--- config.mk ---
export PLATFORM = sky130hd
export DESIGN_NAME = apb_tx_regs
export DESIGN_NICKNAME = d
export VERILOG_FILES = /design/src/eth_tx_pkg.sv /design/src/apb_tx_regs.sv
export SDC_FILE = /design/constraint.sdc
export NUM_CORES = 1
export LEC_CHECK = 0
export BUFFER_PORTS_ARGS = -buffer_cell sky130_fd_sc_hd__buf_4
export CAP_MARGIN = 15
export CORE_ASPECT_RATIO = 0.5
export CORE_UTILIZATION = 30
export CTS_CLUSTER_DIAMETER = 80
export CTS_CLUSTER_SIZE = 28
export DETAILED_ROUTE_END_ITERATION = 10
export PLACE_DENSITY = 0.66
export SKIP_CTS_REPAIR_TIMING = 1
export SLEW_MARGIN = 5
export SYNTH_ARGS = -nofsm -noshare
export SYNTH_HDL_FRONTEND = slang
export SYNTH_SLANG_ARGS = --single-unit
--- constraint.sdc ---
create_clock -name clk -period 4 [get_ports clk]
set_input_delay 0.2 -clock clk [delete_from_list [all_inputs] [get_ports clk]]
set_output_delay 0.2 -clock clk [all_outputs]
set_load 0.1 [all_outputs]
--- src/eth_tx_pkg.sv ---
`default_nettype none

package eth_tx_pkg;

	////////////////////////////////////////
	// Widths

	// APB byte address, 4 KB window
	localparam int APB_ADDR_WIDTH = 12;

	// Frame length in bytes, longest frame 2047
	localparam int LEN_WIDTH = 11;

	////////////////////////////////////////
	// Register map

	typedef enum logic [APB_ADDR_WIDTH-1:0] {
		// Bit 0 = link up, read only
		REG_STAT   = 12'h000,
		// Any write sends the frame built so far
		REG_COMMIT = 12'h004,
		// This offset and everything above is frame data
		REG_TX_BUF = 12'h010
	} reg_addr_t;

	////////////////////////////////////////
	// Frame sender states

	typedef enum logic [1:0] {
		// Waiting for a queued length
		TX_IDLE = 2'd0,
		// Length popped, first byte goes out next
		TX_LOAD = 2'd1,
		// Remaining bytes, one per cycle
		TX_SEND = 2'd2
	} tx_state_t;

endpackage

`default_nettype wire

--- src/apb_tx_regs.sv ---
`timescale 1ns/10ps
`default_nettype none

module apb_tx_regs #(
	parameter int DATA_DEPTH = 2048
) (
	input  wire logic                                   clk,
	input  wire logic                                   rst_n,
	input  wire logic                                   psel,
	input  wire logic                                   penable,
	input  wire logic                                   pwrite,
	input  wire logic [$bits(eth_tx_pkg::reg_addr_t)-1:0] paddr,
	input  wire logic [31:0]                            pwdata,
	input  wire logic [3:0]                             pstrb,
	output logic                                        pready,
	output logic      [31:0]                            prdata,
	output logic                                        pslverr,
	input  wire logic                                   link_up,
	input  wire logic [$clog2(DATA_DEPTH+1)-1:0]        byte_free,
	input  wire logic                                   len_full,
	output logic                                        byte_push,
	output logic      [7:0]                             byte_data,
	output logic                                        len_push,
	output logic      [eth_tx_pkg::LEN_WIDTH-1:0]       len_data
);

	import eth_tx_pkg::*;

	logic [23:0]          pend_data;
	logic [1:0]           pend_cnt;
	logic [LEN_WIDTH-1:0] byte_cnt;
	logic                 wr_accept;
	logic                 data_wr;
	logic                 commit_wr;

	////////////////////////////////////////
	// APB response

	// Hold off while the serializer is busy, including the byte in flight,
	// so byte_free is exact when a new word is taken
	assign pready = psel && penable && (pend_cnt == 2'd0) && !byte_push
		&& (byte_free >= 4) && !len_full;

	// Status is read only, everything else is write only
	assign pslverr = pready && (pwrite ? (paddr == REG_STAT) : (paddr != REG_STAT));

	always_comb begin
		prdata = '0;
		if (pready && !pwrite && (paddr == REG_STAT))
			prdata = {31'b0, link_up};
	end

	// Writes taken during link down fall on the floor
	assign wr_accept = pready && pwrite && link_up;
	assign data_wr   = wr_accept && (paddr >= REG_TX_BUF);
	assign commit_wr = wr_accept && (paddr == REG_COMMIT);

	////////////////////////////////////////
	// Word to byte serializer

	always_ff @(posedge clk or negedge rst_n) begin
		if (!rst_n) begin
			byte_push <= 1'b0;
			pend_cnt  <= 2'd0;
			len_push  <= 1'b0;
			byte_cnt  <= '0;
		end else if (!link_up) begin
			// Partial frame is thrown away
			byte_push <= 1'b0;
			pend_cnt  <= 2'd0;
			len_push  <= 1'b0;
			byte_cnt  <= '0;
		end else begin
			byte_push <= 1'b0;
			len_push  <= 1'b0;

			// Count every byte that enters the FIFO
			if (byte_push)
				byte_cnt <= byte_cnt + 1'b1;

			// Drain the upper bytes of the last word
			if (pend_cnt != 2'd0) begin
				byte_push <= 1'b1;
				pend_cnt  <= pend_cnt - 1'b1;
			end

			// Low byte goes out first, strobes assumed contiguous from bit 0
			if (data_wr) begin
				byte_push <= 1'b1;
				if (pstrb[3])
					pend_cnt <= 2'd3;
				else if (pstrb[2])
					pend_cnt <= 2'd2;
				else if (pstrb[1])
					pend_cnt <= 2'd1;
			end

			// Empty frames are not queued
			if (commit_wr) begin
				len_push <= (byte_cnt != '0);
				byte_cnt <= '0;
			end
		end
	end

	// Byte and length payload
	always_ff @(posedge clk) begin
		if (data_wr) begin
			byte_data <= pwdata[7:0];
			pend_data <= pwdata[31:8];
		end else if (pend_cnt != 2'd0) begin
			byte_data <= pend_data[7:0];
			pend_data <= {8'h00, pend_data[23:8]};
		end
		if (commit_wr)
			len_data <= byte_cnt;
	end

endmodule

`default_nettype wire

=== Word level (Yosys, flattened, before mapping) ===
Index checks and enable logic that the tools add are counted.

* $add $sub $neg: 2
* Order comparisons: 2
* Eq/ne operators: 2
* Multiplexer cells: 20
* Reductions and logical operators: 21

{| class="wikitable"
|+ Operators with widths
! cell !! count
|-
| two-way mux 24 bit || 2
|-
| two-way mux 11 bit || 3
|-
| two-way mux 8 bit || 2
|-
| == test 12 x 3 -> 1 bit (second input constant) || 1
|-
| >= comparator 12 x 3 -> 1 bit (second input constant) || 1
|-
| >= comparator 12 x 5 -> 1 bit (second input constant) || 1
|-
| logical AND 1 bit || 12
|-
| zero test 12 bit || 1
|-
| two-way mux 2 bit || 6
|-
| nonzero test 12 bit || 1
|-
| adder 11 x 1 -> 11 bit (second input constant) || 1
|-
| nonzero test 11 bit || 1
|-
| two-way mux 1 bit || 7
|-
| nonzero test 2 bit || 2
|-
| zero test 1 bit || 3
|-
| != test 3 x 1 -> 1 bit (second input constant) || 1
|-
| zero test 2 bit || 1
|-
| subtractor 2 x 1 -> 2 bit (second input constant) || 1
|}

* Register bits: 58
* Input bits: 67

=== Depth between registers and ports, before layout ===
Gate-level depths: netlist (run 1).

* Depth after elaboration: 10
* Mapped depth: 6
* Gate-level depth less buffers: 5

=== Least setup slack after synthesis (run 1) ===
OpenSTA, ideal clock, no wires.

* Kind: register to output
* From: register byte_push
* To: output port prdata[0]
* Data arrival time: 3639 ps
* Required time: 3800 ps
* Setup slack: 161 ps
* Cell stages (with the launch flop): 6
* Path buffers: 1
* Cell sequence: dfrtp_1 > buf_6 > and4bb_1 > and2_4 > nand4_1 > nor3_1

* Cells in the longest elaborated chain, start to end: 7

{| class="wikitable"
|+ Ends and longest elaborated chain
! what !! RTL line !! text
|-
| start: declaration || apb_tx_regs.sv:21 || <nowiki>output logic byte_push,</nowiki>
|-
| start signal: assignment || apb_tx_regs.sv:63 || <nowiki>byte_push <= 1'b0;</nowiki>
|-
| start signal: assignment || apb_tx_regs.sv:69 || <nowiki>byte_push <= 1'b0;</nowiki>
|-
| start signal: assignment || apb_tx_regs.sv:74 || <nowiki>byte_push <= 1'b0;</nowiki>
|-
| zero test 1 bit || apb_tx_regs.sv:41 || <nowiki>assign pready = psel && penable && (pend_cnt == 2'd0) && !byte_push</nowiki>
|-
| logical AND 1 bit || apb_tx_regs.sv:41 ||
|-
| logical AND 1 bit (2 in a row) || apb_tx_regs.sv:42 || <nowiki>&& (byte_free >= 4) && !len_full;</nowiki>
|-
| logical AND 1 bit (2 in a row) || apb_tx_regs.sv:49 || <nowiki>if (pready && !pwrite && (paddr == REG_STAT))</nowiki>
|-
| two-way mux 1 bit || apb_tx_regs.sv:49 ||
|-
| end: declaration || apb_tx_regs.sv:16 || <nowiki>output logic [31:0] prdata,</nowiki>
|}

No other way between the ends.

=== Final worst setup path (run 1) ===
* From: register byte_push
* To: register byte_data[2], enable pin

* Cells in the longest elaborated chain, start to end: 8

{| class="wikitable"
|+ Ends and longest elaborated chain
! what !! RTL line !! text
|-
| zero test 1 bit || apb_tx_regs.sv:41 ||
|-
| logical AND 1 bit || apb_tx_regs.sv:41 ||
|-
| logical AND 1 bit (2 in a row) || apb_tx_regs.sv:42 ||
|-
| logical AND 1 bit (2 in a row) || apb_tx_regs.sv:54 || <nowiki>assign wr_accept = pready && pwrite && link_up;</nowiki>
|-
| logical AND 1 bit || apb_tx_regs.sv:55 || <nowiki>assign data_wr = wr_accept && (paddr >= REG_TX_BUF);</nowiki>
|-
| nonzero test 2 bit (no line) || n/a ||
|-
| end signal: assignment || apb_tx_regs.sv:109 || <nowiki>byte_data <= pwdata[7:0];</nowiki>
|-
| end signal: assignment || apb_tx_regs.sv:112 || <nowiki>byte_data <= pend_data[7:0];</nowiki>
|-
| end: declaration || apb_tx_regs.sv:22 || <nowiki>output logic [7:0] byte_data,</nowiki>
|}

No other way between the ends.
A chain may end at the register's enable or synchronous reset.

==> flow_summary_export.csv, run 1 <==
group,metric,value,unit
synthesis,netlist_instances,209,
route,drc,0,
die,design.core.area,0.00898,sq mm
die,dieArea,0.00994,sq mm
synthesis,synth_seq_area_share,58.3,%
synthesis,yosys_warnings,0,
grt,grt_pass1_vias,1801,
synthesis,synth_cell_types,34,
die,die_w,140,um
die,rows,24,
synthesis,avgSynthCellArea,13.7,sq um
setup_path,worst-setup-path-type,"reg2reg",
sta,fin_ws,1.68,ns
cells_and_area,final_cell_mix,"buf_4, edfxtp_1, conb_1",
route,drt_wl_total,5200,um
setup_path,crit_fanout,32,
placed_design,hpwl,3980,um
pwr,total_power,1.66,mW
run_status,status,"complete, no violations",
route,drt_iter0_markers,110,
setup_path,cp_data_required_time,3.97,ns
sta,holdWs,0.158,ns
route,vias,1810,
synthesis,ys_ff_latch,58,
clock_tree,numCtsBuffers,9,
route,wl_per_cell,12.2,um
clock_tree,cts_tree,"yes",
route,ant_nets,0,
sta,slew_violations,0,
route,first_pass_iters,4,
grt,grt_most_used_layer,"met2",
synthesis,synthArstFlopShare,25.9,%
synthesis,synth-edff-count,43,
sta,relSlewSlack,38.2,%
grt,grt_overflow_total,0,
cells_and_area,n_antenna_cell,0,
job,maxCapViolations,0,
sta,fin_setup_tns,0,ns
die,pin_count,122,
grt,grt_usage,11.1,%
grt,grt_use_met1,12.0,%
cells_and_area,nFillCells,803,
pwr,ir_worst_vdd,168,uV
cells_and_area,areaGrowthSynthToFinish,34.0,%
cells_and_area,final_common_cell,"buf_4",
synthesis,synth_top_flop_cell,"edfxtp_1",
die,initial_core_util,31.8,%
pwr,p_per_area,432,mW/mm^2
sta,max_freq,431,MHz
setup_path,worstPathArrival,2.28,ns
setup_path,startpoint_type,"flip-flop",
sta,clock_skew,0.00585,ns
sta,finalHoldViolations,0,
min_path,min_path_cells,2,
sta,timing.final.crit_share,57.9,%
min_path,hold_class,"in2reg",
placed_design,gp_congestion,0.728,
grt,gr-usage-met2,20.2,%
clock_tree,cts_root_buffer,"clkbuf_16",
route,vias_per_cell,4.26,
grt,antenna_found_initial,0,
placed_design,port_buffers,87,
sta,worstMarginPinSlew,0.924,ns
clock_tree,cts.htree.levels,3,
sta,min_period,2.32,ns
grt,grt_max_degree,33,
setup_path,r2r_cells,5,
setup_path,cp-end-kind,"flip-flop",
pwr,p_leak,1.67,nW
grt,met3_usage,3.86,%
die,die_h,71.0,um
placed_design,dp_slack,1.66,ns
sta,rsz0062_at_grt,"false",
clock_tree,cts.path.max_buffers,2,
clock_tree,clk_latency,0.32,ns
clock_tree,clk_pin_slew,0.05,ns
cells_and_area,drive_gt1_share,42.5,%
sta,finalSetupViolCount,0,
clock_tree,clock-sinks,58,
cells_and_area,nNetsFinal,372,
grt,grt_pass1_wl,8390,um
synthesis,synthesis.area,0.00286,sq mm
## per-stage QoR
| stage | util, % | instances | area [sq um] |
|---|---|---|---|
| after floorplan | - | 239 | 2970 |
| after global placement | 39.0 | 408 | 3500 |
| after detailed placement | 39.0 | 408 | 3500 |
| after CTS | 42.5 | 424 | 3820 |
| after global routing | 42.7 | 425 | 3830 |
| final | 42.7 | 425 | 3830 |
## logic make-up (layout without fill, tap and decap cells)
logic type                 count (synthesis)  in the layout  synth area share [%]
muxes                                     25             25                  12.2
other                                      1             31                 0.131
buffers and inverters                     39            108                  10.1
DFF                                       58             58                  58.3
AOI/OAI and AO/OA                          7              7                  1.88
xor gates and xnor gates                  11             11                  3.37
and+or+nand+nor                           66             66                  13.2
adders and majority gates                  2              2                 0.876
## per-layer routing
layer  up-vias  share of wire [%]
met2        78                 54
met1       849                 40
met5         -                  0
li1        877                  -
met4         0                1.0
met3         6                5.6
## critical path, stage by stage (launching register included)
cell      delay [ns]
dfrtp_1         0.47
and4bb_1        0.35
and2_4          0.19
nand3_4         0.36
nand2_1         0.20
buf_4           0.39
## state kept, by name, indices dropped and copies added (netlist names)
| name | cells |
|---|---|
| pend_cnt | 2 |
| len_push | 1 |
| byte_push | 1 |
| byte_data | 8 |
| byte_cnt | 11 |
| len_data | 11 |
| pend_data | 24 |
## worst paths after layout
path	startpoint	end	slack, ns
worst max-delay path	byte_push	byte_data[2]	1.68
worst min-delay path	pwdata[30]	pend_data[22]	0.16
worst max register to register	byte_push	byte_data[2]	1.68
worst min register to register	byte_cnt[10]	len_data[10]	0.50
max in group asynchronous	rst_n	byte_cnt[1]	3.55
min in group asynchronous	rst_n	byte_cnt[7]	0.28
## final cells by class
type | count | area [sq um] | share of cell area, %
inverters | 3 | 11.3 | 0.294
multi-input cells | 142 | 1020 | 26.5
clock inverters | 3 | 16.3 | 0.425
repair buffers | 89 | 671 | 17.5
well taps | 117 | 146 | 3.82
flip-flops and latches | 58 | 1670 | 43.5
clock buffers | 13 | 303 | 7.91
## cells in the mapped netlist, types with 2 or more instances
| master | number | area [sq um] |
|---|---|---|
| ha_1 | 2 | 25.0 |
| and3_1 | 3 | 18.8 |
| buf_6 | 3 | 33.8 |
| and2_1 | 11 | 68.8 |
| buf_2 | 2 | 10.0 |
| nor4_2 | 2 | 25.0 |
| nor3_1 | 5 | 25.0 |
| mux2_2 | 6 | 67.6 |
| inv_1 | 3 | 11.3 |
| xor2_1 | 5 | 43.8 |
| a21oi_1 | 3 | 15.0 |
| dfrtp_1 | 15 | 375 |
| nor4_1 | 4 | 25.0 |
| nand4_1 | 5 | 31.3 |
| nand2_1 | 10 | 37.5 |
| nor2_1 | 18 | 67.6 |
| edfxtp_1 | 43 | 1290 |
| mux2_4 | 18 | 270 |
| xnor2_1 | 6 | 52.6 |
| buf_4 | 31 | 233 |
## power breakdown
| part | leakage (nW) | switching [mW] | internal [mW] |
|---|---|---|---|
| Clock | 0.156 | 0.242 | 0.524 |
| Combinational | 0.915 | 0.175 | 0.0584 |
| Sequential | 0.600 | 0.00282 | 0.654 |
| Total | 1.67 | 0.419 | 1.24 |
No activity file was read; power rests on OpenSTA's default activity.
==> run 2: changes to the inputs <==
Clock period 4 ns to 2.3 ns, I/O delays scaled along.
==> flow_summary_export.csv, run 2 (same netlist as run 1, synthesis figures left out) <==
group,metric,value,unit
clock_tree,cts.htree.levels,3,
pwr,p_leak,1.66,nW
route,first_pass_iters,6,
route,vias,1855,
cells_and_area,largest_reg_flops,24,
grt,grt_max_degree,33,
clock_tree,cts.path.max_buffers,2,
cells_and_area,areaGrowthSynthToFinish,34.3,%
route,drt_wl_total,5480,um
route,wl_per_cell,12.8,um
grt,grt_pass1_wl,8840,um
die,initial_core_util,31.8,%
clock_tree,numCtsBuffers,9,
setup_path,worstPathArrival,2.06,ns
min_path,hold_class,"in2reg",
route,vias_per_cell,4.34,
die,design.core.area,0.00898,sq mm
cells_and_area,nNetsFinal,374,
cells_and_area,n_antenna_cell,0,
die,rows,24,
pwr,ir_worst_vdd,245,uV
sta,finalHoldViolations,0,
cells_and_area,largestRegisters,"pend_data (24), byte_cnt (11), len_data (11)",
clock_tree,cts_root_buffer,"clkbuf_16",
setup_path,cp_data_required_time,2.18,ns
setup_path,cp-end-kind,"output pin",
cells_and_area,final_common_cell,"buf_4",
setup_path,worst-setup-path-type,"reg2out",
setup_path,max_stage_delay,0.52,ns
sta,fin_ws,0.124,ns
sta,slew_violations,0,
clock_tree,clk_latency,0.32,ns
die,dieArea,0.00994,sq mm
sta,max_freq,460,MHz
clock_tree,clk_pin_slew,0.05,ns
setup_path,startpoint_type,"flip-flop",
clock_tree,clock-sinks,58,
grt,grt_pass1_vias,1888,
sta,finalSetupViolCount,0,
pwr,p_per_area,702,mW/mm^2
cells_and_area,final_cell_mix,"buf_4, edfxtp_1, conb_1",
placed_design,dp_slack,0.397,ns
placed_design,hpwl,4160,um
sta,min_period,2.18,ns
placed_design,dp.cells,410,
sta,timing.final.crit_share,94.6,%
setup_path,critPathSlowestCell,"dfrtp_4",
die,pin_count,122,
die,die_w,140,um
grt,grt_usage,11.6,%
placed_design,gp_congestion,0.776,
placed_design,port_buffers,87,
cells_and_area,instances_no_fill,427,
route,ant_nets,0,
die,die_h,71.0,um
run_status,status,"complete, no violations",
route,drc,0,
job,maxCapViolations,0,
grt,antenna_found_initial,0,
setup_path,crit_fanout,8,
sta,clock_skew,0.00565,ns
setup_path,path_cells,"and4bb_1 > and2_4 > nand4_1 > nor3_4 > buf_4",
route,drt_iter0_markers,91,
sta,rsz0062_at_grt,"false",
cells_and_area,top_register,"pend_data",
cells_and_area,nFillCells,803,
grt,grt_overflow_total,0,
clock_tree,cts_tree,"yes",
cells_and_area,drive_gt1_share,44.5,%
[run 2: changes by cell type in the layout (fill, tap and decap cells not counted), sizes merged]
cell      delta
clkbuf       -3
buf          +2
clkinv       +2
clkinvlp     +1
[run 2: layout make-up]
cell class	instances	area, sq um	share of cell area [%]
Multi-Input combinational cell	142	1040	27.0
Timing Repair Buffer	91	711	18.5
Inverter	3	11.3	0.293
Sequential cell	58	1670	43.5
Clock buffer	10	229	5.97
Clock inverter	6	33.8	0.880
Tap cell	117	146	3.81
[run 2: through the flow]
stage               total power, mW  TNS (ns)  utilization, %  instance area, sq um  hold WS (ns)
floorplan                      1.50   -0.0977               -                  2990        -0.181
global placement               1.56         0            39.7                  3560       -0.0225
detailed placement             1.57         0            39.7                  3560       -0.0163
CTS                            2.72         0            42.6                  3830        -0.357
global route                   2.79         0            42.7                  3840        0.0682
finish                         2.70         0            42.7                  3840        0.0727
[run 2: worst max-delay path, delay by kind of cell, from the launching register on]
family                 cells  cell delay (ns)
and+or+nand+nor            4             0.91
DFF                        1             0.52
buffers and inverters      1             0.31
[run 2: worst paths after layout]
| path | from | end | slack [ns] | cells after the start |
|---|---|---|---|---|
| setup reg to reg | byte_push | byte_data[2] | 0.39 | 6 |
| hold / removal | pwdata[25] | pend_data[17] | 0.07 | 2 |
| setup / recovery | byte_push | prdata[0] | 0.12 | 5 |
| min in group asynchronous | rst_n | byte_cnt[1] | 0.19 | 2 |
| hold reg to reg | byte_cnt[10] | len_data[10] | 0.50 | 0 |
| max in group asynchronous | rst_n | byte_push | 1.91 | 2 |
[run 2: per-layer routing]
metal / global-route usage, % / share of wire (%)
met1: 12.2 / 39
met2: 20.8 / 53
met3: 3.79 / 5.3
met4: 6.96 / 2.8
met5: 0 / 0
[run 2: power by group]
group | total, mW | switching (mW) | internal (mW)
combinational | 0.410 | 0.305 | 0.105
clock | 1.14 | 0.427 | 0.716
sequential | 1.14 | 0.00533 | 1.14
total | 2.70 | 0.738 | 1.96
