===== src/eth_tx_pkg.sv =====
`default_nettype none

package eth_tx_pkg;

	////////////////////////////////////////
	// Widths

	// APB byte address, 4 KB window
	localparam int APB_ADDR_WIDTH = 12;

	// Frame length in bytes, longest frame 2047
	localparam int LEN_WIDTH = 11;

	////////////////////////////////////////
	// Register map

	typedef enum logic [APB_ADDR_WIDTH-1:0] {
		// Bit 0 = link up, read only
		REG_STAT   = 12'h000,
		// Any write sends the frame built so far
		REG_COMMIT = 12'h004,
		// This offset and everything above is frame data
		REG_TX_BUF = 12'h010
	} reg_addr_t;

	////////////////////////////////////////
	// Frame sender states

	typedef enum logic [1:0] {
		// Waiting for a queued length
		TX_IDLE = 2'd0,
		// Length popped, first byte goes out next
		TX_LOAD = 2'd1,
		// Remaining bytes, one per cycle
		TX_SEND = 2'd2
	} tx_state_t;

endpackage

`default_nettype wire


===== src/frame_sender.sv =====
`timescale 1ns/10ps
`default_nettype none

module frame_sender (
	input  wire logic                             clk,
	input  wire logic                             rst_n,
	input  wire logic                             tx_ready,
	input  wire logic                             len_empty,
	input  wire logic [eth_tx_pkg::LEN_WIDTH-1:0] len_head,
	output logic                                  len_pop,
	input  wire logic [7:0]                       byte_head,
	output logic                                  byte_pop,
	output logic                                  tx_valid,
	output logic                                  tx_start,
	output logic      [7:0]                       tx_data
);

	import eth_tx_pkg::*;

	tx_state_t            state;
	logic [LEN_WIDTH-1:0] frame_len;
	logic [LEN_WIDTH-1:0] tx_count;
	logic                 send_more;

	////////////////////////////////////////
	// FIFO pops

	// More bytes left in the current frame
	assign send_more = (tx_count < frame_len);

	// Lengths are only queued once all their bytes are in the byte FIFO
	assign len_pop  = (state == TX_IDLE) && !len_empty && tx_ready;
	assign byte_pop = (state == TX_LOAD) || ((state == TX_SEND) && send_more);

	////////////////////////////////////////
	// State machine

	always_ff @(posedge clk or negedge rst_n) begin
		if (!rst_n) begin
			state    <= TX_IDLE;
			tx_count <= '0;
			tx_valid <= 1'b0;
			tx_start <= 1'b0;
		end else begin
			tx_start <= 1'b0;
			case (state)
				TX_IDLE: begin
					tx_valid <= 1'b0;
					if (len_pop)
						state <= TX_LOAD;
				end
				TX_LOAD: begin
					// First byte carries the start flag
					tx_valid <= 1'b1;
					tx_start <= 1'b1;
					tx_count <= LEN_WIDTH'(1);
					state    <= TX_SEND;
				end
				TX_SEND: begin
					// Never paused once started
					if (send_more) begin
						tx_valid <= 1'b1;
						tx_count <= tx_count + 1'b1;
					end else begin
						tx_valid <= 1'b0;
						state    <= TX_IDLE;
					end
				end
				default: begin
					tx_valid <= 1'b0;
					state    <= TX_IDLE;
				end
			endcase
		end
	end

	// Length and data payload
	always_ff @(posedge clk) begin
		if (len_pop)
			frame_len <= len_head;
		if (byte_pop)
			tx_data <= byte_head;
	end

endmodule

`default_nettype wire


===== config.mk =====
export PLATFORM = sky130hd
export DESIGN_NAME = frame_sender
export DESIGN_NICKNAME = d
export VERILOG_FILES = /design/src/eth_tx_pkg.sv /design/src/frame_sender.sv
export SDC_FILE = /design/constraint.sdc
export NUM_CORES = 1
export LEC_CHECK = 0
export BUFFER_PORTS_ARGS = -buffer_cell sky130_fd_sc_hd__buf_4
export CAP_MARGIN = 20
export CORE_ASPECT_RATIO = 1.5
export CORE_UTILIZATION = 45
export DETAILED_ROUTE_END_ITERATION = 10
export HOLD_SLACK_MARGIN = 0.02
export PLACE_DENSITY = 0.78
export SLEW_MARGIN = 20
export SYNTH_ARGS = -nofsm -noshare
export SYNTH_HDL_FRONTEND = slang
export SYNTH_SLANG_ARGS = --single-unit

===== constraint.sdc =====
create_clock -name clk -period 2.7 [get_ports clk]
set_clock_uncertainty 0.05 [all_clocks]
set_input_delay 0.405 -clock clk [delete_from_list [all_inputs] [get_ports clk]]
set_output_delay 0.405 -clock clk [all_outputs]
set_load 0.01 [all_outputs]

After elaboration in Yosys (flattened, before gate mapping)
Index checks and enable logic that the tools add are counted. Widths: inputs -> output; s select.

Flip-flop bits (word level): 34. Latch bits: 0. RAM bits: 0. ROM bits: 0. Bits of input ports: 23. Output and inout bits: 12. Memories: 0.

Add/sub/neg operators: 1. Multiply operators: 0. Divide/modulo/power cells: 0. $lt $le $gt $ge: 1. Equality and inequality tests: 5. Shifts and indexed selects: 0. Muxes and demuxes: 8. Bitwise gates (word level): 0. Reduce and logical (&&, ||, !) cells: 9.

Operators by type and width (number): $pmux 11 s2 (1); $add 11x1->11 const B (1); $lt 11x11->1 (1); $mux 11 (1); $ne 2x2->1 const B (3); $pmux 2 s3 (1); $mux 2 (2); $reduce_and 2->1 (2); $logic_and 1x1->1 (3); $eq 2x1->1 const B (1); $eq 2x2->1 const B (1); $logic_not 2->1 (1); $mux 1 (2); $pmux 1 s2 (1); $reduce_bool 2->1 (1); $logic_not 1->1 (1); $logic_or 1x1->1 (1).

Longest topological paths before layout
Gate-level depths: netlist of the first run.

Depth in word-level cells: 5. Gate-level depth with buffers: 10. Depth with buffers taken out: 8.

Worst setup path after synthesis of the first run
Ideal clock, no wire load.

Path type: flip-flop to output port. Start point: register tx_count[2]. End point: output byte_pop. Data arrival time: 1.613 ns. Data required time: 2.245 ns. Setup slack: 0.632 ns. Stages on the path, launching flop included: 7. Path buffers: 0. Cell sequence: dfrtp_1 -> ha_1 -> nand2_1 -> o21ai_1 -> a31oi_4 -> a21oi_2 -> inv_1.

Longest elaborated chain between the ends: 3.

RTL lines: start: declaration (line frame_sender.sv:22) `logic [LEN_WIDTH-1:0] tx_count;`; start signal: assignment (line frame_sender.sv:63) `tx_count <= tx_count + 1'b1;`; $lt 11x11->1 (line frame_sender.sv:29) `assign send_more = (tx_count < frame_len);`; $logic_and 1x1->1 (line frame_sender.sv:33) `assign byte_pop = (state == TX_LOAD) || ((state == TX_SEND) && send_more);`; $logic_or 1x1->1 (line frame_sender.sv:33); end: declaration (line frame_sender.sv:12) `output logic byte_pop,`.

No other way between the ends.

Worst setup path in the final report of the first run
Start point: register state[0]. End point: output len_pop.

Longest elaborated chain between the ends: 3.

RTL lines: start: declaration (line frame_sender.sv:20) `tx_state_t state;`; start signal: assignment (line frame_sender.sv:40) `state <= TX_IDLE;`; start signal: assignment (line frame_sender.sv:50) `state <= TX_LOAD;`; start signal: assignment (line frame_sender.sv:57) `state <= TX_SEND;`; $logic_not 2->1 (line frame_sender.sv:32) `assign len_pop = (state == TX_IDLE) && !len_empty && tx_ready;`; $logic_and 1x1->1 (2 in series) (line frame_sender.sv:32); end: declaration (line frame_sender.sv:10) `output logic len_pop,`.

No other way between the ends.

==> results of run 1 <==
final cells by class:
type                    instances  area [um^2]  share of cell area (%)
repair buffers                 39          295                    14.0
well taps                      43         53.8                    2.55
clock buffers                   8         80.1                    3.79
inverters                      16         60.1                    2.84
multi-input cells              89          677                    32.0
flip-flops and latches         34          946                    44.8
cell usage after synthesis, drive strengths merged:
cell type and number:
o211ai 3, nand3 2, inv 16, dfrtp 15, and4b 2, nand2 13
nand4b 2, o31ai 1, o21ai 6, a21oi 10, nor3b 3, o211a 1
nor3 1, a22oi 1, nor2b 3, and2b 1, a211o 7, or2 1
and2 1, nor2 3, nor4b 1, and3 4, buf 3, ha 14
a31oi 3, a211oi 1, or3 1, and4 2, edfxtp 19, mux2 1
nand4 1
through the flow:
stage | total power, mW | setup WS, ns | instance area (um^2)
detailed placement | 0.610 | 0.488 | 2020
global route | 0.979 | 0.241 | 2110
global placement | 0.608 | 0.529 | 2020
floorplan | 0.571 | 0.632 | 1720
finish | 0.945 | 0.399 | 2110
CTS | 0.957 | 0.370 | 2110
path summary, 6_finish.rpt:
kind / endpoint / start / slack (ns) / cells after the start
max reg2reg: state[1]$_DFFE_PN0P_ / tx_count[8]$_DFFE_PN0P_ / 0.46 / 7
max: len_pop / state[0]$_DFFE_PN0P_ / 0.40 / 6
min: frame_len[8]$_DFFE_PP_ / len_head[8] / 0.24 / 1
min reg2reg: tx_count[0]$_DFFE_PN0P_ / tx_count[0]$_DFFE_PN0P_ / 0.48 / 1
max in group asynchronous: tx_count[7]$_DFFE_PN0P_ / rst_n / 1.96 / 2
min in group asynchronous: state[0]$_DFFE_PN0P_ / rst_n / 0.46 / 2
metal layers:
layer / vias up / GRT usage [%]
met1: 609 / 17.5
met4: 0 / 9.21
met2: 56 / 34.8
met3: 5 / 6.27
li1: 603 / -
met5: - / 0
cell families (layout without fill, tap and decap cells):
kind of cell	after synthesis	after routing	synth area share [%]
AO/OA/AOI/OAI	33	33	14.6
adder cells (fa/ha/maj)	14	14	10.2
buffers and inverters	19	63	5.60
flip-flops	34	34	55.0
multiplexers	1	1	0.655
AND/OR/NAND/NOR	41	41	14.0
power groups by stage:
stage / combinational, mW / sequential, mW / clock (mW)
after floorplan: 0.00000367 / 0.571 / 0
after global placement: 0.0402 / 0.567 / 0
after detailed placement: 0.0417 / 0.568 / 0
after CTS: 0.0430 / 0.557 / 0.357
after global routing: 0.0457 / 0.557 / 0.376
final: 0.0418 / 0.557 / 0.345
state kept, by name, summed over array words and instances (netlist names):
register	count
tx_valid	1
frame_len	11
tx_data	8
tx_start	1
tx_count	11
state	2
cell usage in the layout (no fill, tap or decap), types with 2 or more instances in the layout:
cell type,synthesis,layout
and4b_1,2,2
a211o_1,7,7
o21ai_0,4,4
a21oi_2,3,3
dfrtp_1,15,15
nand4b_1,2,2
nand3_1,2,2
and4_1,2,2
clkbuf_1,0,3
nor3b_1,3,3
a21oi_1,7,7
nor2_1,3,3
inv_1,16,16
edfxtp_1,19,19
ha_1,14,14
nand2_1,12,12
and3_1,4,4
nor2b_1,3,3
a31oi_1,2,2
clkbuf_8,0,5
buf_4,0,38
o211ai_1,3,3
==> summary.txt, run 1 <==
status: finished, final reports clean
full die area: 4080 um^2
Max H-tree Level: 2
final worst path period need: 2.30 ns
Post-Syn Nets: 179
delay-heaviest family, CP: buffers and inverters
Initial Util: 47.1%
maximum VDD drop: 0.000373 V
Clk pwr share: 36.6%
sum of negative setup slack: 0 ns
highest layer used for signal routing: met4
Slew Limit Fails: 0
largest net degree at the start of global routing: 17
fin crit share: 85.2%
flops & latches, synth: 34
Final setup viols: 0
crit path cell chain: inv_1 -> ha_1 -> nand2_1 -> or2_2 -> inv_1 -> buf_4
crit start category: register
Die Y: 77.7 um
CP peak stage delay: 0.40 ns
DR pass1 iterations: 4
hold crit path type: in2reg
fill count: 309
Hold-fix buffers, CTS: 1
Global Route Usage Sum: 18.9%
initial antenna violation count: 0
Util after Layout: 57.9%
post-CTS setup buffer count: 0
via count: 1273
fin nets: 222
Max Cap Viol: 0
DRC errors left: 0
RePlAce Congestion: 0.809
# IOs: 35
total CTS buffers: 5
DR vias/cell: 5.56
Mean Syn Cell Area: 12.1 um^2
GRT overflow: 0
Clock transition at path regs: 0.06 ns
core area: 3650 um^2
Leakage: 1.02 nW
largest area contributor in the synthesized netlist: edfxtp_1
CP endpoint kind: primary output
P&R area growth vs syn: 22.9%
Worst-Margin Slew: 0.413 ns
Inserted Diodes: 0
final antenna-violating net count: 0
switching power: 0.178 mW
Logic pwr share: 4.4%
CTS Sinks: 34
Row Count: 27
Max Clock Freq: 0.435 GHz
RSZ-0062 raised after global routing: no
Port Buffers: 34
Met3 Wirelength: 210 um
cell repeated most along the worst path: inv_1
final hold vios: 0
clk buf depth: 2
Worst-Skew Late Latency: 0.28 ns
Detail Placement HPWL: 2530 um
post-synthesis cell type count: 38
sequential power share: 59.0%
first-pass GRT wire length: 5470 um
root buffer cell: clkbuf_8
CTS tree: done
chip width: 52.5 um
Worst EP required: 2.25 ns
non-filler cells, final: 229
Critical path buffers and inverters: 3
Post-Syn Area: 1720 um^2
Slew headroom: 72.5%
Synth Warn #: 0
synth top area cells: edfxtp_1 33%, dfrtp_1 22%, ha_1 10%
Data arrival, critical path: 1.85 ns
worst hold slack: 0.243 ns
Synth Instances: 142
DP Cell Count: 220
Yosys top cell area share: 33.2%
Crit Path Class: reg2out
crit-path max FO: 12
PD cells: 447 nW/um^2
Sw Share: 18.9%
Metal-1 WL: 1170 um
Final Routed Wirelength: 3290 um
internal power: 0.766 mW
number of global-route vias before repair: 1274
sequential fraction of the synthesis area: 55.0%
1st-iter DRT viols: 31
Slowest cell on crit path: dfrtp_1
share of cells above drive strength 1: 27.4%
routed len/inst: 14.4 um
cts repair resizes: 0
DR WL met2: 1840 um
(Power assumes the default switching activity.)
==> run 2, diff against run 1 <==
Settings changed: ABC_CLOCK_PERIOD_IN_PS set to 2700, CELL_PAD_IN_SITES_DETAIL_PLACEMENT set to 1, CELL_PAD_IN_SITES_GLOBAL_PLACEMENT set to 2, CORE_UTILIZATION 45 to 35, PLACE_DENSITY 0.78 to 0.88.
==> summary.txt, run 2 (synthesis results as in run 1) <==
root buffer cell: clkbuf_8
core area: 4620 um^2
Initial Util: 37.2%
final worst path period need: 2.33 ns
most common cell after layout, fill and taps aside: buf_4
CTS Sinks: 34
Multi-input gate area: 677 um^2
initial antenna violation count: 0
Hold-fix buffers, CTS: 1
Worst-Skew Late Latency: 0.28 ns
RSZ-0062 raised after global routing: no
status: finished, final reports clean
clk buf depth: 2
Max Cap Viol: 0
CP endpoint kind: register
largest registers: frame_len x11, tx_count x11, tx_data x8
Row Count: 30
Crit Path Class: reg2reg
DR vias/cell: 5.11
Worst-Margin Slew: 0.442 ns
PD cells: 484 nW/um^2
Inserted Diodes: 0
final antenna-violating net count: 0
post-CTS setup buffer count: 0
Data arrival, critical path: 2.45 ns
final hold vios: 0
area post-placement: 2060 um^2
1st-iter DRT viols: 34
maximum VDD drop: 0.000213 V
share of cells above drive strength 1: 29.4%
sum of negative setup slack: 0 ns
fin crit share: 86.4%
Seq. cell area: 946 um^2
Global Route Usage Sum: 15.8%
crit start category: register
crit-path max FO: 12
P&R area growth vs syn: 26.5%
Power, Total: 1.05 mW
DRC errors left: 0
full die area: 5200 um^2
Worst EP required: 2.82 ns
hold crit path type: in2reg
via count: 1282
Port Buffers: 34
CTS tree: done
Final Routed Wirelength: 3650 um
Max Clock Freq: 0.429 GHz
Clock transition at path regs: 0.07 ns
total CTS buffers: 5
Max H-tree Level: 2
DR pass1 iterations: 4
chip width: 59.2 um
Die Y: 87.8 um
Final setup viols: 0
DP Cell Count: 242
fill count: 520
Leakage: 1.04 nW
RePlAce Congestion: 0.790
post-route cell area: 2170 um^2
first-pass GRT wire length: 6030 um
number of global-route vias before repair: 1339
GRT overflow: 0
non-filler cells, final: 251
routed len/inst: 14.5 um
Detail Placement HPWL: 2930 um
Slew Limit Fails: 0
Slew headroom: 70.5%
most frequent cells in the layout: 39 x buf_4, 19 x edfxtp_1, 16 x inv_1
# IOs: 35
cts repair resizes: 0
largest net degree at the start of global routing: 17
fin nets: 223
==> run 2: changes by cell type in the layout (fill, tap and decap cells not counted) <==
cell,change
buf_4,+1
bufinv_16,+1
clkbuf_1,-3
clkinv_2,+2
==> run 2: area by class of cell <==
type	instances	area share [%]
Clock buffer	5	3.16
Clock inverter	3	1.84
Inverter	16	2.76
Multi-Input combinational cell	89	31.1
Sequential cell	34	43.5
Tap cell	64	3.68
Timing Repair Buffer	40	13.9
==> run 2: per-layer routing <==
| layer | share of wire (%) | vias to the layer above | GRT usage (%) |
|---|---|---|---|
| li1 | - | 605 | - |
| met3 | 4.8 | 10 | 4.14 |
| met4 | 2.8 | 0 | 7.58 |
| met1 | 35 | 628 | 15.0 |
| met2 | 57 | 39 | 30.1 |
| met5 | 0 | - | 0 |
==> run 2: metrics by stage <==
step / util [%] / hold WS [ns] / worst slack, ns
2_1_floorplan: - / 0.0594 / 0.632
3_3_place_gp: 44.5 / 0.223 / 0.484
3_5_place_dp: 44.5 / 0.224 / 0.383
4_1_cts: 47.1 / 0.232 / 0.343
5_1_grt: 47.1 / 0.225 / 0.240
6_report: 47.1 / 0.243 / 0.368
==> run 2: worst paths after layout <==
check,startpoint,end,slack (ns),cells past startpoint
max,tx_count[8]$_DFFE_PN0P_,tx_count[8]$_DFFE_PN0P_,0.37,7
min,byte_head[3],tx_data[3]$_DFFE_PP_,0.24,1
max reg2reg,tx_count[8]$_DFFE_PN0P_,tx_count[8]$_DFFE_PN0P_,0.37,7
min reg2reg,tx_count[0]$_DFFE_PN0P_,tx_count[0]$_DFFE_PN0P_,0.48,1
max in group asynchronous,rst_n,tx_count[5]$_DFFE_PN0P_,1.95,2
min in group asynchronous,rst_n,tx_count[10]$_DFFE_PN0P_,0.46,2
==> run 2: critical path, cell delays in order (launching register included) <==
cell and delay, ns:
dfrtp_1 0.44, ha_1 0.33, a211oi_2 0.22, o21ai_2 0.11
a31oi_4 0.18, and2_1 0.43, a31oi_1 0.17, a211o_1 0.29
==> run 2: power breakdown <==
part	internal, mW	switching [mW]	total (mW)
clock network	0.271	0.182	0.454
registers	0.555	0.00177	0.557
logic	0.0279	0.0141	0.0420
total	0.854	0.198	1.05
==> run 3, diff against run 2 <==
Settings changed: GPL_TIMING_DRIVEN set to 0.
==> summary.txt, run 3 (synthesis results as in run 1) <==
initial antenna violation count: 0
1st-iter DRT viols: 16
RSZ-0062 raised after global routing: no
crit start category: register
GRT met2 Usage: 32.3%
Initial Util: 37.2%
sum of negative setup slack: 0 ns
RePlAce Congestion: 0.817
GR Util met3: 4.73%
fin nets: 223
Worst-Skew Late Latency: 0.29 ns
share of cells above drive strength 1: 28.3%
GRT busiest layer: met2
Slew Limit Fails: 0
number of global-route vias before repair: 1341
status: finished, final reports clean
hold path start: len_head[2]
Final Routed Wirelength: 3770 um
final worst path period need: 2.44 ns
reg2reg start: tx_count[8]$_DFFE_PN0P_
area post-placement: 2050 um^2
GRT overflow: 0
root buffer cell: clkbuf_8
fin crit share: 90.5%
final hold vios: 0
Max Clock Freq: 0.409 GHz
clk buf depth: 2
DRC errors left: 0
Worst-Margin Slew: 0.442 ns
Power, Total: 0.948 mW
PD cells: 437 nW/um^2
most common cell after layout, fill and taps aside: buf_4
hold crit path type: in2reg
largest net degree at the start of global routing: 16
DR pass1 iterations: 4
Slowest cell on crit path: dfrtp_1
crit-path max FO: 6
Port Buffers: 34
chip width: 59.2 um
crit path cell chain: ha_1 -> nand2_1 -> o21ai_1 -> a31oi_4 -> a21oi_4 -> clkinvlp_4 -> buf_4
# IOs: 35
Max H-tree Level: 2
via count: 1271
Max Cap Viol: 0
Inserted Diodes: 0
Clock transition at path regs: 0.07 ns
Crit Path Class: reg2out
routed len/inst: 15.0 um
delay-heaviest family, CP: compound AO/OA/AOI/OAI gates
most frequent cells in the layout: 36 x buf_4, 19 x edfxtp_1, 15 x inv_1, 15 x dfrtp_1, 14 x ha_1
final antenna-violating net count: 0
P&R area growth vs syn: 26.3%
Row Count: 30
Worst EP required: 2.25 ns
Slew headroom: 70.5%
Final setup viols: 0
Util after Layout: 47.0%
CP startpoint: tx_count[2]$_DFFE_PN0P_
total CTS buffers: 5
full die area: 5200 um^2
CTS Sinks: 34
first-pass GRT wire length: 6240 um
met1 usage: 15.7%
CTS tree: done
Data arrival, critical path: 1.99 ns
Detail Placement HPWL: 2970 um
Die Y: 87.8 um
Global Route Usage Sum: 16.4%
maximum VDD drop: 0.000269 V
CP peak stage delay: 0.44 ns
core area: 4620 um^2
DR vias/cell: 5.06
Leakage: 1.03 nW
Critical path buffers and inverters: 2
post-route cell area: 2170 um^2
CP endpoint kind: primary output
largest registers: frame_len x11, tx_count x11, tx_data x8
==> run 3: where the power goes <==
part,internal (mW),switching [mW]
logic,0.0279,0.0141
registers,0.555,0.00166
clock network,0.183,0.166
==> run 3: path summary, 6_finish.rpt <==
kind / to / slack [ns] / depth (start not counted)
max in group asynchronous: tx_valid$_DFF_PN0_ / 1.95 / 2
setup reg to reg: tx_count[9]$_DFFE_PN0P_ / 0.42 / 9
hold / removal: frame_len[2]$_DFFE_PP_ / 0.24 / 1
hold reg to reg: tx_count[0]$_DFFE_PN0P_ / 0.50 / 1
setup / recovery: byte_pop / 0.26 / 7
min in group asynchronous: tx_count[3]$_DFFE_PN0P_ / 0.46 / 2
==> run 3: cell type report <==
type / count / area (um^2)
fillers: 506 / 2450
repair buffers: 37 / 280
flip-flops and latches: 34 / 946
inverters: 16 / 63.8
clock buffers: 8 / 80.1
well taps: 64 / 80.1
plain buffers: 3 / 36.3
multi-input cells: 89 / 684
==> run 3: layer usage <==
| layer | up-vias | part of all wire (%) | routed length, um |
|---|---|---|---|
| li1 | 605 | - | - |
| met1 | 625 | 34 | 1280 |
| met2 | 37 | 59 | 2240 |
| met3 | 4 | 5.5 | 209 |
| met4 | 0 | 1.1 | 42 |
| met5 | - | 0 | 0 |
==> run 3: repair_timing <==
item                                   4_1_cts  5_1_grt
hold buffers                                 1        0
setup endpoints to repair                    1        1
gates cloned                                 0        0
endpoints found under the hold margin       15        0
gates resized for setup                      2        0
pin swaps                                    1        1
setup buffers                                1        1
==> run 3: per-stage QoR <==
step | cells | worst slack [ns] | hold slack (ns)
detailed placement | 240 | -0.000556 | 0.226
finish | 251 | 0.256 | 0.241
global route | 251 | 0.137 | 0.234
floorplan | 142 | 0.632 | 0.0594
CTS | 250 | 0.00753 | 0.237
global placement | 240 | 0.108 | 0.223
==> run 3: worst register-to-register path, cell delays in order, from the launching register on <==
cell,delay (ns)
dfrtp_1,0.44
ha_1,0.33
a211oi_2,0.23
o21ai_2,0.12
a31oi_4,0.22
and2_1,0.18
buf_6,0.13
buf_12,0.13
a21oi_1,0.07
a211o_1,0.27
